==> config.mk <==
export PLATFORM = sky130hd
export DESIGN_NAME = board_top
export DESIGN_NICKNAME = d
export VERILOG_FILES = /design/src/hw/audio_pkg.sv /design/src/hw/board_pkg.sv /design/src/hw/board_top.sv /design/src/hw/i2s_audio_out.sv /design/src/hw/i2s_clock_gen.sv /design/src/hw/i2s_mic_receiver.sv /design/src/hw/lab_top.sv
export SDC_FILE = /design/constraint.sdc
export NUM_CORES = 1
export LEC_CHECK = 0
export BUFFER_PORTS_ARGS = -buffer_cell sky130_fd_sc_hd__buf_2
export CAP_MARGIN = 20
export CORE_UTILIZATION = 49
export DETAILED_ROUTE_END_ITERATION = 10
export HOLD_SLACK_MARGIN = 0.05
export PLACE_DENSITY = 0.66
export SYNTH_ARGS = -nofsm -noshare
export SYNTH_HDL_FRONTEND = slang
export SYNTH_SLANG_ARGS = --single-unit
==> constraint.sdc <==
create_clock -name clk -period 9.8 [get_ports clk]
set_input_delay 0.49 -clock clk [delete_from_list [all_inputs] [get_ports clk]]
set_output_delay 0.49 -clock clk [all_outputs]
set_load 0.1 [all_outputs]
==> src/hw/audio_pkg.sv <==
package audio_pkg;

    //--------------------------------------------------------------------
    // Sample widths
    //--------------------------------------------------------------------

    localparam int w_mic    = 24;  // Microphone word
    localparam int w_sample = 16;  // DAC word

    //--------------------------------------------------------------------
    // I2S timing, counted in clk cycles and bclk periods
    //--------------------------------------------------------------------

    localparam int mclk_div   = 4;   // clk cycles per mclk
    localparam int bclk_div   = 16;  // clk cycles per bclk
    localparam int slot_bits  = 32;  // bclk periods per channel
    localparam int frame_bits = 64;  // Left plus right slot

    typedef logic signed [w_mic    - 1:0] mic_sample_t;  // Two's complement
    typedef logic signed [w_sample - 1:0] audio_sample_t;

    typedef logic [$clog2 (bclk_div)   - 1:0] div_cnt_t;  // Position inside a bclk
    typedef logic [$clog2 (frame_bits) - 1:0] bit_cnt_t;  // Bit index in a frame

endpackage

==> src/hw/board_pkg.sv <==
package board_pkg;

    //--------------------------------------------------------------------
    // Board-facing widths
    //--------------------------------------------------------------------

    localparam int w_key = 4;  // Push buttons
    localparam int w_sw  = 3;  // Slide switches
    localparam int w_led = 8;  // Level meter LEDs

    //--------------------------------------------------------------------
    // Vector types
    //--------------------------------------------------------------------

    // Pressed keys, active high once past the pins
    typedef logic [w_key - 1:0] key_t;

    typedef logic [w_sw  - 1:0] sw_t;   // Attenuation shift amount
    typedef logic [w_led - 1:0] led_t;  // One bit per meter LED

endpackage

==> src/hw/board_top.sv <==
`timescale 1ns/1ns

module board_top
(
    input                     clk,
    input                     rst,

    input  board_pkg::key_t   key_n,      // Active low at the pin
    input  board_pkg::sw_t    sw,
    input                     mic_sd,

    output                    mic_sck,
    output                    mic_ws,
    output                    dac_mclk,
    output                    dac_bclk,
    output                    dac_lrclk,
    output                    dac_sdata,
    output board_pkg::led_t   led
);

    import board_pkg::*;
    import audio_pkg::*;

    key_t          key;          // Pressed keys, active high
    logic          sd_meta;      // First synchronizer stage
    logic          sd_sync;      // Mic data in the clk domain

    logic          mclk;
    logic          bclk;
    logic          lrclk;
    logic          bit_rise;
    logic          bit_fall;
    logic          frame_start;
    bit_cnt_t      bit_cnt;

    mic_sample_t   mic_sample;
    logic          mic_valid;
    audio_sample_t sample;       // Lab core result toward the DAC
    logic          sdata;

    logic          mclk_q;       // Pin registers
    logic          bclk_q;
    logic          lrclk_q;
    logic          sdata_q;

    assign key = ~ key_n;

    //--------------------------------------------------------------------
    // Microphone data synchronizer
    //--------------------------------------------------------------------

    always_ff @ (posedge clk or posedge rst)
    begin
        if (rst)
        begin
            sd_meta <= 1'b0;
            sd_sync <= 1'b0;
        end
        else
        begin
            sd_meta <= mic_sd;
            sd_sync <= sd_meta;
        end
    end

    //--------------------------------------------------------------------
    // Audio path
    //--------------------------------------------------------------------

    i2s_clock_gen i_clock_gen
    (
        .clk         ( clk         ),
        .rst         ( rst         ),
        .mclk        ( mclk        ),
        .bclk        ( bclk        ),
        .lrclk       ( lrclk       ),
        .bit_rise    ( bit_rise    ),
        .bit_fall    ( bit_fall    ),
        .frame_start ( frame_start ),
        .bit_cnt     ( bit_cnt     )
    );

    i2s_mic_receiver i_microphone
    (
        .clk        ( clk        ),
        .rst        ( rst        ),
        .sd         ( sd_sync    ),
        .bit_rise   ( bit_rise   ),
        .bit_cnt    ( bit_cnt    ),
        .mic_sample ( mic_sample ),
        .mic_valid  ( mic_valid  )
    );

    lab_top i_lab
    (
        .clk        ( clk        ),
        .rst        ( rst        ),
        .key        ( key        ),
        .sw         ( sw         ),
        .mic_sample ( mic_sample ),
        .mic_valid  ( mic_valid  ),
        .sample     ( sample     ),
        .led        ( led        )
    );

    i2s_audio_out o_audio
    (
        .clk         ( clk         ),
        .rst         ( rst         ),
        .sample      ( sample      ),
        .bit_fall    ( bit_fall    ),
        .frame_start ( frame_start ),
        .bit_cnt     ( bit_cnt     ),
        .sdata       ( sdata       )
    );

    // Output stage against glitches on the I2S pins
    always_ff @ (posedge clk or posedge rst)
    begin
        if (rst)
        begin
            mclk_q  <= 1'b0;
            bclk_q  <= 1'b0;
            lrclk_q <= 1'b0;
            sdata_q <= 1'b0;
        end
        else
        begin
            mclk_q  <= mclk;
            bclk_q  <= bclk;
            lrclk_q <= lrclk;
            sdata_q <= sdata;
        end
    end

    assign mic_sck   = bclk_q;   // Mic and DAC share one bit clock
    assign dac_bclk  = bclk_q;
    assign mic_ws    = lrclk_q;  // Low selects the left slot
    assign dac_lrclk = lrclk_q;
    assign dac_mclk  = mclk_q;
    assign dac_sdata = sdata_q;

endmodule

==> src/hw/i2s_audio_out.sv <==
`timescale 1ns/1ns

module i2s_audio_out
(
    input                             clk,
    input                             rst,
    input  audio_pkg::audio_sample_t  sample,
    input                             bit_fall,
    input                             frame_start,
    input  audio_pkg::bit_cnt_t       bit_cnt,
    output logic                      sdata
);

    import audio_pkg::*;

    audio_sample_t shift_reg;  // Word for the current left slot
    logic          in_window;  // Next bit is one of 1 to 16

    // bit_cnt still holds the bit that is ending
    assign in_window = bit_cnt < bit_cnt_t' (w_sample);

    //--------------------------------------------------------------------
    // Shift register
    //--------------------------------------------------------------------

    always_ff @ (posedge clk or posedge rst)
    begin
        if (rst)
            shift_reg <= '0;
        else if (frame_start)
            shift_reg <= sample;  // Latest lab core result
        else if (bit_fall && in_window)
            shift_reg <= shift_reg << 1;
    end

    //--------------------------------------------------------------------
    // Serial data
    //--------------------------------------------------------------------

    always_ff @ (posedge clk or posedge rst)
    begin
        if (rst)
            sdata <= 1'b0;
        else if (bit_fall)
            sdata <= in_window & shift_reg [w_sample - 1];  // Zero outside bits 1 to 16
    end

    // Data moves together with the falling bclk
    assert property (@ (posedge clk) disable iff (rst)
        $changed (sdata) |-> $past (bit_fall));

endmodule

==> src/hw/i2s_clock_gen.sv <==
`timescale 1ns/1ns

module i2s_clock_gen
(
    input                         clk,
    input                         rst,
    output                        mclk,
    output                        bclk,
    output                        lrclk,
    output                        bit_rise,     // bclk rises next cycle
    output                        bit_fall,     // bclk falls next cycle
    output                        frame_start,  // Bit 0 starts next cycle
    output audio_pkg::bit_cnt_t   bit_cnt
);

    import audio_pkg::*;

    div_cnt_t div_cnt;  // Position inside one bclk period

    //--------------------------------------------------------------------
    // Bit clock divider
    //--------------------------------------------------------------------

    always_ff @ (posedge clk or posedge rst)
    begin
        if (rst)
            div_cnt <= '0;
        else
            div_cnt <= div_cnt + 1'b1;  // Wraps every bclk_div cycles
    end

    assign mclk     = div_cnt [$clog2 (mclk_div) - 1];  // Divide by 4
    assign bclk     = div_cnt [$clog2 (bclk_div) - 1];  // Low half, then high half
    assign bit_rise = div_cnt == div_cnt_t' (bclk_div / 2 - 1);
    assign bit_fall = div_cnt == div_cnt_t' (bclk_div - 1);

    //--------------------------------------------------------------------
    // Frame bit counter
    //--------------------------------------------------------------------

    always_ff @ (posedge clk or posedge rst)
    begin
        if (rst)
            bit_cnt <= '0;
        else if (bit_fall)
            bit_cnt <= bit_cnt + 1'b1;  // Steps together with bclk falling
    end

    assign lrclk       = bit_cnt >= bit_cnt_t' (slot_bits);  // High in right slot
    assign frame_start = bit_fall & (bit_cnt == bit_cnt_t' (frame_bits - 1));

    // Rise and fall strobes never share a cycle
    assert property (@ (posedge clk) disable iff (rst) !(bit_rise && bit_fall));

    // Word select moves only with a falling bclk
    assert property (@ (posedge clk) disable iff (rst)
        $changed (lrclk) |-> $past (bit_fall));

endmodule

==> src/hw/i2s_mic_receiver.sv <==
`timescale 1ns/1ns

module i2s_mic_receiver
(
    input                           clk,
    input                           rst,
    input                           sd,          // Already synchronized
    input                           bit_rise,
    input  audio_pkg::bit_cnt_t     bit_cnt,
    output audio_pkg::mic_sample_t  mic_sample,
    output logic                    mic_valid    // One cycle per frame
);

    import audio_pkg::*;

    mic_sample_t shift_reg;   // Word being assembled
    mic_sample_t shift_next;
    logic        in_window;   // Left slot bits 1 to 24
    logic        last_bit;

    //--------------------------------------------------------------------
    // Serial capture
    //--------------------------------------------------------------------

    assign in_window  = (bit_cnt >= bit_cnt_t' (1)) && (bit_cnt <= bit_cnt_t' (w_mic));
    assign last_bit   = bit_rise && (bit_cnt == bit_cnt_t' (w_mic));
    assign shift_next = {shift_reg [w_mic - 2:0], sd};  // MSB arrives first

    always_ff @ (posedge clk)
    begin
        if (bit_rise && in_window)
            shift_reg <= shift_next;
    end

    //--------------------------------------------------------------------
    // Word output
    //--------------------------------------------------------------------

    always_ff @ (posedge clk)
    begin
        if (last_bit)
            mic_sample <= shift_next;  // Includes the bit taken this cycle
    end

    always_ff @ (posedge clk or posedge rst)
    begin
        if (rst)
            mic_valid <= 1'b0;
        else
            mic_valid <= last_bit;
    end

    // One word per frame, strobe never stretches
    assert property (@ (posedge clk) disable iff (rst) mic_valid |=> !mic_valid);

endmodule

==> src/hw/lab_top.sv <==
`timescale 1ns/1ns

module lab_top
(
    input                             clk,
    input                             rst,
    input  board_pkg::key_t           key,
    input  board_pkg::sw_t            sw,
    input  audio_pkg::mic_sample_t    mic_sample,
    input                             mic_valid,
    output audio_pkg::audio_sample_t  sample,
    output board_pkg::led_t           led
);

    import board_pkg::*;
    import audio_pkg::*;

    audio_sample_t                  top_bits;     // Upper part of the mic word
    audio_sample_t                  attenuated;
    audio_sample_t                  magnitude;    // Clipped absolute value
    audio_sample_t                  sample_next;
    logic [$clog2 (w_sample) - 1:0] bit_len;      // 0 to 15
    led_t                           led_next;

    // Position of the highest set bit plus one
    function automatic logic [$clog2 (w_sample) - 1:0] bit_length (audio_sample_t v);
        logic [$clog2 (w_sample) - 1:0] len;
        len = '0;
        for (int i = 0; i < w_sample - 1; i ++)
            if (v [i])
                len = ($clog2 (w_sample))' (i + 1);
        return len;
    endfunction

    //--------------------------------------------------------------------
    // Sample and meter calculation
    //--------------------------------------------------------------------

    always_comb
    begin
        top_bits   = mic_sample [w_mic - 1 -: w_sample];
        attenuated = top_bits >>> sw;  // Sign bit fills from the left

        if (!top_bits [w_sample - 1])
            magnitude = top_bits;
        else if (top_bits == {1'b1, {(w_sample - 1) {1'b0}}})
            magnitude = {1'b0, {(w_sample - 1) {1'b1}}};  // Most negative clips
        else
            magnitude = - top_bits;

        bit_len = bit_length (magnitude);

        for (int i = 0; i < w_led; i ++)
            led_next [i] = i < bit_len / 2;  // Bar graph from LED 0 up

        if (|key)
            sample_next = '0;  // Any held key mutes
        else
            sample_next = attenuated;
    end

    always_ff @ (posedge clk or posedge rst)
    begin
        if (rst)
        begin
            sample <= '0;
            led    <= '0;
        end
        else if (mic_valid)
        begin
            sample <= sample_next;
            led    <= led_next;
        end
    end

endmodule

==> results of run 1 <==
-- how the worst max path moves through the flow --
stage / end / cells past startpoint
6_report: i_lab.led[0] / 8
5_1_grt: i_lab.led[0] / 8
4_1_cts: i_lab.led[0] / 8
3_5_place_dp: i_lab.led[0] / 8
3_3_place_gp: i_lab.led[0] / 8
2_1_floorplan: i_microphone.shift_reg[0] / 5
-- logic make-up (layout without fill, tap and decap cells) --
kind of cell             count (synthesis)  in the layout
AO/OA/AOI/OAI                           83             83
XOR/XNOR                                 8              8
adder cells (fa/ha/maj)                  6              6
buffers and inverters                   60             73
flip-flops                              96             96
multiplexers                            34             34
other                                    1              1
AND/OR/NAND/NOR                        110            110
-- final cells by class --
class	instances	share of cell area, %
flip-flops and latches	96	52.7
well taps	108	2.74
clock inverters	5	0.837
repair buffers	27	3.30
clock buffers	11	3.30
inverters	30	2.28
multi-input cells	242	34.9
-- power by group --
group / switching, W / leakage [nW] / internal [W]
sequential: 0.000000123 / 1.04 / 0.000416
combinational: 0.0000161 / 1.05 / 0.00000774
clock: 0.000144 / 0.103 / 0.000118
-- synthesized netlist by cell type, drive strengths merged (7+ instances only) --
cell type	number
a21oi	23
a31oi	10
and3	7
buf	12
clkbuf	17
dfrtp	57
edfxtp	39
inv	30
mux2i	30
nand2	23
nand3	9
nand4	8
nor2	30
nor3	9
o22ai	17
-- worst max-delay path, cell delays in order, from the launching register on --
cell and delay, ns:
edfxtp_1 0.46, inv_1 0.11, ha_1 0.28, nor3b_2 0.46, nand4_1 0.17, a31o_2 0.31
o22ai_1 0.21, a21oi_1 0.10, o32a_1 0.35
-- metrics by stage --
stage | setup WS, ns | area (µm²) | total power (W) | utilization [%] | instances
after detailed placement | 7.30 | 4710 | 0.000449 | 53.0 | 502
final | 7.23 | 4930 | 0.000702 | 55.5 | 519
after global placement | 7.36 | 4700 | 0.000449 | 52.8 | 501
after floorplan | 6.61 | 4570 | 0.000443 | - | 398
after CTS | 7.27 | 4920 | 0.000710 | 55.3 | 518
after global routing | 7.09 | 4930 | 0.000728 | 55.5 | 519
-- routing by layer --
layer / GRT usage, % / up-vias / routed length, µm
met5: 0 / - / 0
met4: 6.20 / 0 / 74
met3: 3.76 / 8 / 271
met2: 29.3 / 58 / 3950
met1: 27.4 / 1455 / 4020
li1: - / 1462 / -
==> results.ini, run 1 <==
[placed_design]
hpwl_um=5790
place.gp.congestion=0.859
placement.io_buffers=22

[worst_hold_path]
holdPathEnd=sd_meta
hp-start=mic_sd
hold_depth=1
hp-class=input pin to register

[die]
die_x_um=98.6
num_rows=34
die-area_um2=9730
io_pins=24
core_area_um2=8890
initial_core_util_pct=51.4
die-height_um=98.6

[global_route]
gr-total-overflow=0
antenna_found_initial=0
grt_util_all_layers_pct=19.1
grt_max_degree=58
grt_pass1_vias=2870
grt_pass1_wl_um=14400

[sta]
setup_viol=0
fin_crit_ns=2.57
period_share_pct=26.2
drv_slew=0
max_freq_mhz=389
whs_ns=0.244
skew_ns=0.0160
slew-limit-headroom_pct=42.8
rsz0062_at_grt=false
final-hold-violation-count=0
tightest_slew_ns=0.858
fin_setup_tns_ns=0

[route]
routedWlPerCell_um=16.0
vias_per_cell=5.75
drtIter0Drc=258
ant_nets=0
dr.pass1.iters=4
drcViolationCount=0
vias=2983
drt-total-wl_um=8310

[power_and_ir_drop]
p_leak_nw=2.20
p_per_area_nw_per_um2=142
peakVddDrop_v=0.000106

[logic_synthesis]
async_flop_share_pct=59.4
synth_top_area_share_pct=31.2
synth_ff_type=dfrtp_1
synth_cells=398
synthMuxAreaShare_pct=7.55
synth.area.top_cells=dfrtp_1, edfxtp_1, mux2i_1
synth_top_family_by_area=simple AND/OR/NAND/NOR gates
synthDistinctLibCells=62
netlist_area_um2=4570
synth_edf_count=39
syn_nets=414
yosysTopAreaCell=dfrtp_1
avgSynthCellArea_um2=11.5
synth_compound_area_share_pct=12.7
ys_seq_elements=96
synthAdderAreaFrac_pct=1.64
ys.warnings.count=0
synth_simple_gate_area_share_pct=13.6
synthXorXnorAreaFrac_pct=1.53
ys_seq_area_share_pct=56.8

[clock_network]
clk_pin_slew_ns=0.10
clock_path_buffers=2
cts_tree=built
root_buffer=clkbuf_8
ctsResizeCount=0
postCtsHoldBufs=0
htree_levels=3
cts_inserted_buffers=9
post_cts_buffers=0
clock-sinks=96
insertion_delay_ns=0.35

[final_layout]
layout_commonest_cell=dfrtp_1
area_growth_pct=7.82
drive_gt1_share_pct=17.3
largest_register_ffs=23
n_antenna_cell=0
multiInputGateArea_um2=1720
seqCellArea_um2=2600
nFillCells=758
layout_common_cells=dfrtp_1, edfxtp_1, mux2i_1, nor2_1, inv_1
nNetsFinal=422

[critical_path]
crit_required_ns=10.04
worstSetupPathType=register to register
worstReg2RegStart=i_microphone.mic_sample[8]
rr_worst_depth=8
r2r-end=i_lab.led[0]
cp_max_fo=7
startpoint=i_microphone.mic_sample[8]
crit_path_end_kind=register
arrival_ns=2.81
r2r_slack_ns=7.23
startpoint_type=register

[status]
outcome=complete, no violations

[flow_run]
drv_cap=0

Note: power is estimated with default switching activity, not from simulation.
==> inputs of run 2 (changes only) <==
--- a/config.mk
+++ b/config.mk
@@ -10,7 +10,7 @@
 export CORE_UTILIZATION = 49
 export DETAILED_ROUTE_END_ITERATION = 10
 export HOLD_SLACK_MARGIN = 0.05
-export PLACE_DENSITY = 0.66
+export PLACE_DENSITY = 0.69
 export SYNTH_ARGS = -nofsm -noshare
 export SYNTH_HDL_FRONTEND = slang
 export SYNTH_SLANG_ARGS = --single-unit
==> constraint.sdc (replaced) <==
create_clock -name clk -period 2.28 [get_ports clk]
set_input_delay 0.114 -clock clk [delete_from_list [all_inputs] [get_ports clk]]
set_output_delay 0.114 -clock clk [all_outputs]
set_load 0.1 [all_outputs]
==> run 2 against run 1 <==
Net effect: die area unchanged; sequential share of layout area shrank 2.6 points; utilization up 2.9 points; highest routed layer unchanged.
==> results.ini, run 2 (synthesis gave the netlist of run 1 again) <==
[status]
outcome=complete, no violations

[placed_design]
pre_cts_ws_ns=-0.00894  ; -7.31 ns
hpwl_um=5960  ; +2.8%
dpl_cell_area_um2=4910  ; +4.1%
place.gp.congestion=0.955  ; +11%
placement.io_buffers=22  ; unchanged

[die]
io_pins=24  ; unchanged
die_x_um=98.6  ; unchanged
core_area_um2=8890  ; unchanged
initial_core_util_pct=51.4  ; unchanged
num_rows=34  ; unchanged
die-area_um2=9730  ; unchanged
die-height_um=98.6  ; unchanged

[route]
drtIter0Drc=157  ; -39%
ant_nets=0  ; unchanged
drcViolationCount=0  ; unchanged
dr.pass1.iters=5  ; +1
vias=3018  ; +1.2%
vias_per_cell=5.48  ; -4.7%
drt-total-wl_um=8300  ; -0.16%
routedWlPerCell_um=15.1  ; -6.0%

[power_and_ir_drop]
p_per_area_nw_per_um2=581  ; +310%
peakVddDrop_v=0.000443  ; +320%
p_leak_nw=2.38  ; +8.3%

[clock_network]
root_buffer=clkbuf_8
clock_path_buffers=2  ; unchanged
htree_levels=3  ; unchanged
clk_pin_slew_ns=0.10  ; about the same
cts_tree=built
insertion_delay_ns=0.37  ; +0.02 ns
clock-sinks=96  ; unchanged
cts_inserted_buffers=9  ; unchanged

[sta]
period_share_pct=95.9  ; +70 points
worst_slack_ns=0.0926  ; -7.14 ns
rsz0062_at_grt=false
skew_ns=0.00728  ; -0.00872 ns
whs_ns=0.212  ; -0.0326 ns
tightest_slew_ns=0.702  ; -0.157 ns
fin_crit_ns=2.19  ; -0.384 ns
setup_viol=0  ; unchanged
fin_setup_tns_ns=0  ; unchanged
final-hold-violation-count=0  ; unchanged
max_freq_mhz=457  ; +18%
drv_slew=0  ; unchanged
slew-limit-headroom_pct=53.2  ; +10 points

[critical_path]
cp_cell_sequence=buf_4 -> nor4_4 -> buf_4 -> and3b_2 -> mux2i_1 -> a211o_2 -> a21oi_1 -> o32a_1
arrival_ns=2.44  ; -0.37 ns
crit_path_end_kind=register
crit_path_frequent_cell=buf_4
worstSetupPathType=register to register
crit_path_max_incr_delay_ns=0.40  ; -0.06 ns
startpoint_type=register
cp_slowest_cell=edfxtp_1
crit_required_ns=2.54  ; -7.50 ns
rr_worst_depth=8  ; unchanged
cp_max_fo=4  ; -3

[final_layout]
layout_commonest_cell=dfrtp_1
drive_gt1_share_pct=23.0  ; +5.7 points
n_antenna_cell=0  ; unchanged
nNetsFinal=454  ; +7.6%
postLayoutCellArea_um2=5190  ; +5.2%
layout_common_cells=dfrtp_1, edfxtp_1, buf_4
nFillCells=750  ; -1.1%
area_growth_pct=13.4
largest_register_ffs=23  ; unchanged
final_util_pct=58.4  ; +2.9 points

[global_route]
grt_pass1_wl_um=14500  ; +0.29%
gr-total-overflow=0  ; unchanged
grt_pass1_vias=3087  ; +7.6%
grt_max_degree=58  ; unchanged
antenna_found_initial=0  ; unchanged
grt_util_all_layers_pct=18.8  ; -0.22 points

[worst_hold_path]
hold_depth=3  ; +2
hp-class=input pin to register

[flow_run]
drv_cap=0  ; unchanged

## run 2: power by group
group          switching, W  internal, W  total, W  leakage [nW]
Sequential      0.000000506      0.00179   0.00179          1.04
Combinational     0.0000689    0.0000355  0.000104          1.24
Clock              0.000680     0.000442   0.00112         0.104
## run 2: path summary, 6_finish.rpt
kind / slack (ns) / start / end
max in group asynchronous: 1.34 / rst / o_audio.shift_reg[0]
min in group asynchronous: 0.48 / rst / o_audio.shift_reg[14]
max reg2reg: 0.09 / i_microphone.mic_sample[8] / i_lab.led[0]
min: 0.21 / sw[2] / i_lab.sample[3]
max: 0.09 / i_microphone.mic_sample[8] / i_lab.led[0]
min reg2reg: 0.37 / sd_meta / sd_sync
## run 2: what timing repair did
action / 4_1_cts / 5_1_grt
pin swaps: 0 / 6
gates resized for setup: 1 / 3
cloned: 0 / 0
setup endpoints to repair: 1 / 1
endpoints found under the hold margin: 58 / 0
setup buffers: 0 / 4
hold buffers: 2 / 0
## run 2: worst max-delay path: cells and delay by family, from the launching register on
kind | cells | cell delay, ns
and+or+nand+nor | 2 | 0.56
muxes | 1 | 0.18
buffers and inverters | 2 | 0.34
DFF | 1 | 0.40
AOI/OAI and AO/OA | 3 | 0.59
## run 2: metrics by stage
stage	total power, W	cells
2_1_floorplan	0.00191	398
3_3_place_gp	0.00193	529
3_5_place_dp	0.00193	529
4_1_cts	0.00305	547
5_1_grt	0.00312	551
6_report	0.00301	551
## run 2: cell type report
| type | instances | area (µm²) | share of cell area, % |
|---|---|---|---|
| inverter | 30 | 113 | 2.17 |
| clock inverter | 7 | 81.3 | 1.57 |
| timing repair buffer | 59 | 397 | 7.64 |
| sequential | 96 | 2600 | 50.1 |
| clock buffer | 9 | 124 | 2.39 |
| multi-input combinational | 242 | 1740 | 33.6 |
| tap | 108 | 135 | 2.60 |
## run 2: routing by layer
layer	global-route usage (%)	vias to the layer above	share of wire (%)
li1	-	1511	-
met1	25.1	1447	47
met2	30.1	52	49
met3	3.90	8	3.0
met4	7.92	0	0.77
met5	0	-	0
==> inputs of run 3 (changes only) <==
--- a/config.mk
+++ b/config.mk
@@ -10,7 +10,7 @@
 export CORE_UTILIZATION = 49
 export DETAILED_ROUTE_END_ITERATION = 10
 export HOLD_SLACK_MARGIN = 0.05
-export PLACE_DENSITY = 0.69
+export PLACE_DENSITY = 0.66
 export SYNTH_ARGS = -nofsm -noshare
 export SYNTH_HDL_FRONTEND = slang
 export SYNTH_SLANG_ARGS = --single-unit
==> constraint.sdc (replaced) <==
create_clock -name clk -period 2.2 [get_ports clk]
set_input_delay 0.11 -clock clk [delete_from_list [all_inputs] [get_ports clk]]
set_output_delay 0.11 -clock clk [all_outputs]
set_load 0.1 [all_outputs]
==> run 3 against run 2 <==
Net effect: sequential power increased by 3%; critical path type unchanged; via count increased by 0.76%; die area unchanged; register-to-register slack got worse by 0.02 ns; total power increased by 3.7%; critical endpoint unchanged; highest routed layer unchanged; clock power increased by 4%; non-clock buffer count increased by 2; worst setup slack got worse by 0.016 ns.
==> results.ini, run 3 (synthesis gave the netlist of run 1 again) <==
[critical_path]
critPathTopFamily=compound AO/OA/AOI/OAI gates
arrival_ns=2.37  ; -0.07 ns
cp_slowest_cell=edfxtp_1
worstSetupPathType=register to register
crit_path_max_incr_delay_ns=0.38  ; -0.02 ns
crit_required_ns=2.44  ; -0.10 ns
startpoint_type=register
cp_cell_sequence=inv_1 -> ha_2 -> nor3b_4 -> buf_4 -> o31ai_2 -> mux2i_1 -> and4b_4 -> o211ai_4 -> o32a_1
cp_max_fo=4  ; unchanged
cp_num_buf_inv=2  ; unchanged
crit_path_end_kind=register

[placed_design]
dpl.cell_count=530  ; +0.19%
hpwl_um=5880  ; -1.2%
placement.io_buffers=22  ; unchanged
place.gp.congestion=0.829  ; -13%

[final_layout]
multiInputGateArea_um2=1770  ; +1.7%
layout_commonest_cell=dfrtp_1
seqCellArea_um2=2600  ; unchanged
stdcell_count=553  ; +0.36%
nFillCells=749  ; -0.13%
nNetsFinal=456  ; +0.44%
largest_register_ffs=23  ; unchanged
area_growth_pct=14.4
layout_common_cells=dfrtp_1, edfxtp_1, buf_4
drive_gt1_share_pct=24.3  ; +1.2 points
n_antenna_cell=0  ; unchanged

[global_route]
grt_pass1_vias=3003  ; -2.7%
grt_util_all_layers_pct=19.0  ; +0.12 points
grt_pass1_wl_um=14400  ; -0.33%
gr-total-overflow=0  ; unchanged
antenna_found_initial=0  ; unchanged
grt_max_degree=58  ; unchanged

[sta]
drv_slew=0  ; unchanged
period_share_pct=96.5  ; +0.58 points
tightest_slew_ns=0.698  ; -0.00414 ns
skew_ns=0.0165  ; +0.00918 ns
max_freq_mhz=471  ; +3.0%
fin_crit_ns=2.12  ; -0.0640 ns
whs_ns=0.228  ; +0.0166 ns
rsz0062_at_grt=true
setup_viol=0  ; unchanged
final-hold-violation-count=0  ; unchanged
slew-limit-headroom_pct=53.5  ; +0.28 points

[route]
ant_nets=0  ; unchanged
vias_per_cell=5.50  ; +0.40%
vias=3041  ; +0.76%
routedWlPerCell_um=15.4  ; +2.0%
dr.pass1.iters=4  ; -1
drt-total-wl_um=8490  ; +2.4%
drtIter0Drc=223  ; +42%
drcViolationCount=0  ; unchanged

[die]
core_area_um2=8890  ; unchanged
num_rows=34  ; unchanged
initial_core_util_pct=51.4  ; unchanged
die_x_um=98.6  ; unchanged
die-height_um=98.6  ; unchanged
io_pins=24  ; unchanged
die-area_um2=9730  ; unchanged

[worst_hold_path]
hp-class=input pin to register

[power_and_ir_drop]
peakVddDrop_v=0.000482  ; +8.7%
p_per_area_nw_per_um2=597  ; +2.8%
p_leak_nw=2.40  ; +0.50%

[flow_run]
drv_cap=0  ; unchanged

[clock_network]
clock-sinks=96  ; unchanged
cts_inserted_buffers=9  ; unchanged
clk_pin_slew_ns=0.11  ; about the same
cts_tree=built
root_buffer=clkbuf_8
htree_levels=3  ; unchanged
clock_path_buffers=2  ; unchanged
insertion_delay_ns=0.36  ; about the same

[status]
outcome=complete, no violations

[run 3: cell types whose count changed in the layout (fill, tap and decap cells not counted), sizes merged]
cell | previous run | this run
inv | 35 | 31
buf | 57 | 59
clkinvlp | 0 | 2
bufinv | 0 | 1
clkbuf | 9 | 10
[run 3: layout make-up]
type	count	share of cell area, %
clock buffer	10	2.44
clock inverter	6	1.29
inverter	30	2.15
multi-input combinational	242	33.8
sequential	96	49.6
tap	108	2.58
timing repair buffer	61	8.10
[run 3: worst paths after layout]
kind	from	end	slack [ns]	depth (start not counted)
max in group asynchronous	rst	i_lab.sample[3]	1.25	4
max reg2reg	i_microphone.mic_sample[8]	i_lab.led[0]	0.08	9
max	i_microphone.mic_sample[8]	i_lab.led[0]	0.08	9
min in group asynchronous	rst	dac_sdata	0.50	4
min reg2reg	sd_meta	sd_sync	0.37	0
min	sw[2]	i_lab.sample[0]	0.23	3
[run 3: layer usage]
| metal | track usage [%] | vias to the layer above | share of wire [%] |
|---|---|---|---|
| li1 | - | 1519 | - |
| met1 | 26.8 | 1466 | 49 |
| met2 | 29.6 | 48 | 46 |
| met3 | 3.62 | 8 | 4.0 |
| met4 | 6.43 | 0 | 0.87 |
| met5 | 0 | - | 0 |
[run 3: where the power goes]
| group | internal, W | switching, W | total, W |
|---|---|---|---|
| logic | 0.0000367 | 0.0000712 | 0.000108 |
| registers | 0.00185 | 0.000000549 | 0.00185 |
| clock network | 0.000532 | 0.000635 | 0.00117 |
| total | 0.00242 | 0.000707 | 0.00313 |
[run 3: repair_timing]
item	in CTS	in global routing
resized for setup	0	8
hold endpoints to repair	58	0
hold buffers	2	0
buffers inserted	0	5
endpoints found under the setup margin	0	8
[run 3: worst min-delay path, stage by stage]
cell and delay, ns:
buf_2 0.20, a31oi_1 0.17, o22ai_1 0.07
[run 3: through the flow]
| step | TNS [ns] | area (µm²) | utilization (%) | setup slack (ns) | total power (W) |
|---|---|---|---|---|---|
| 2_1_floorplan | -4.55 | 4590 | - | -0.198 | 0.00197 |
| 3_3_place_gp | 0 | 4940 | 55.5 | 0.0699 | 0.00200 |
| 3_5_place_dp | 0 | 4940 | 55.5 | 0.0342 | 0.00200 |
| 4_1_cts | 0 | 5150 | 58.0 | 0.0194 | 0.00316 |
| 5_1_grt | -0.0313 | 5240 | 58.9 | -0.0313 | 0.00325 |
| 6_report | 0 | 5240 | 58.9 | 0.0766 | 0.00313 |
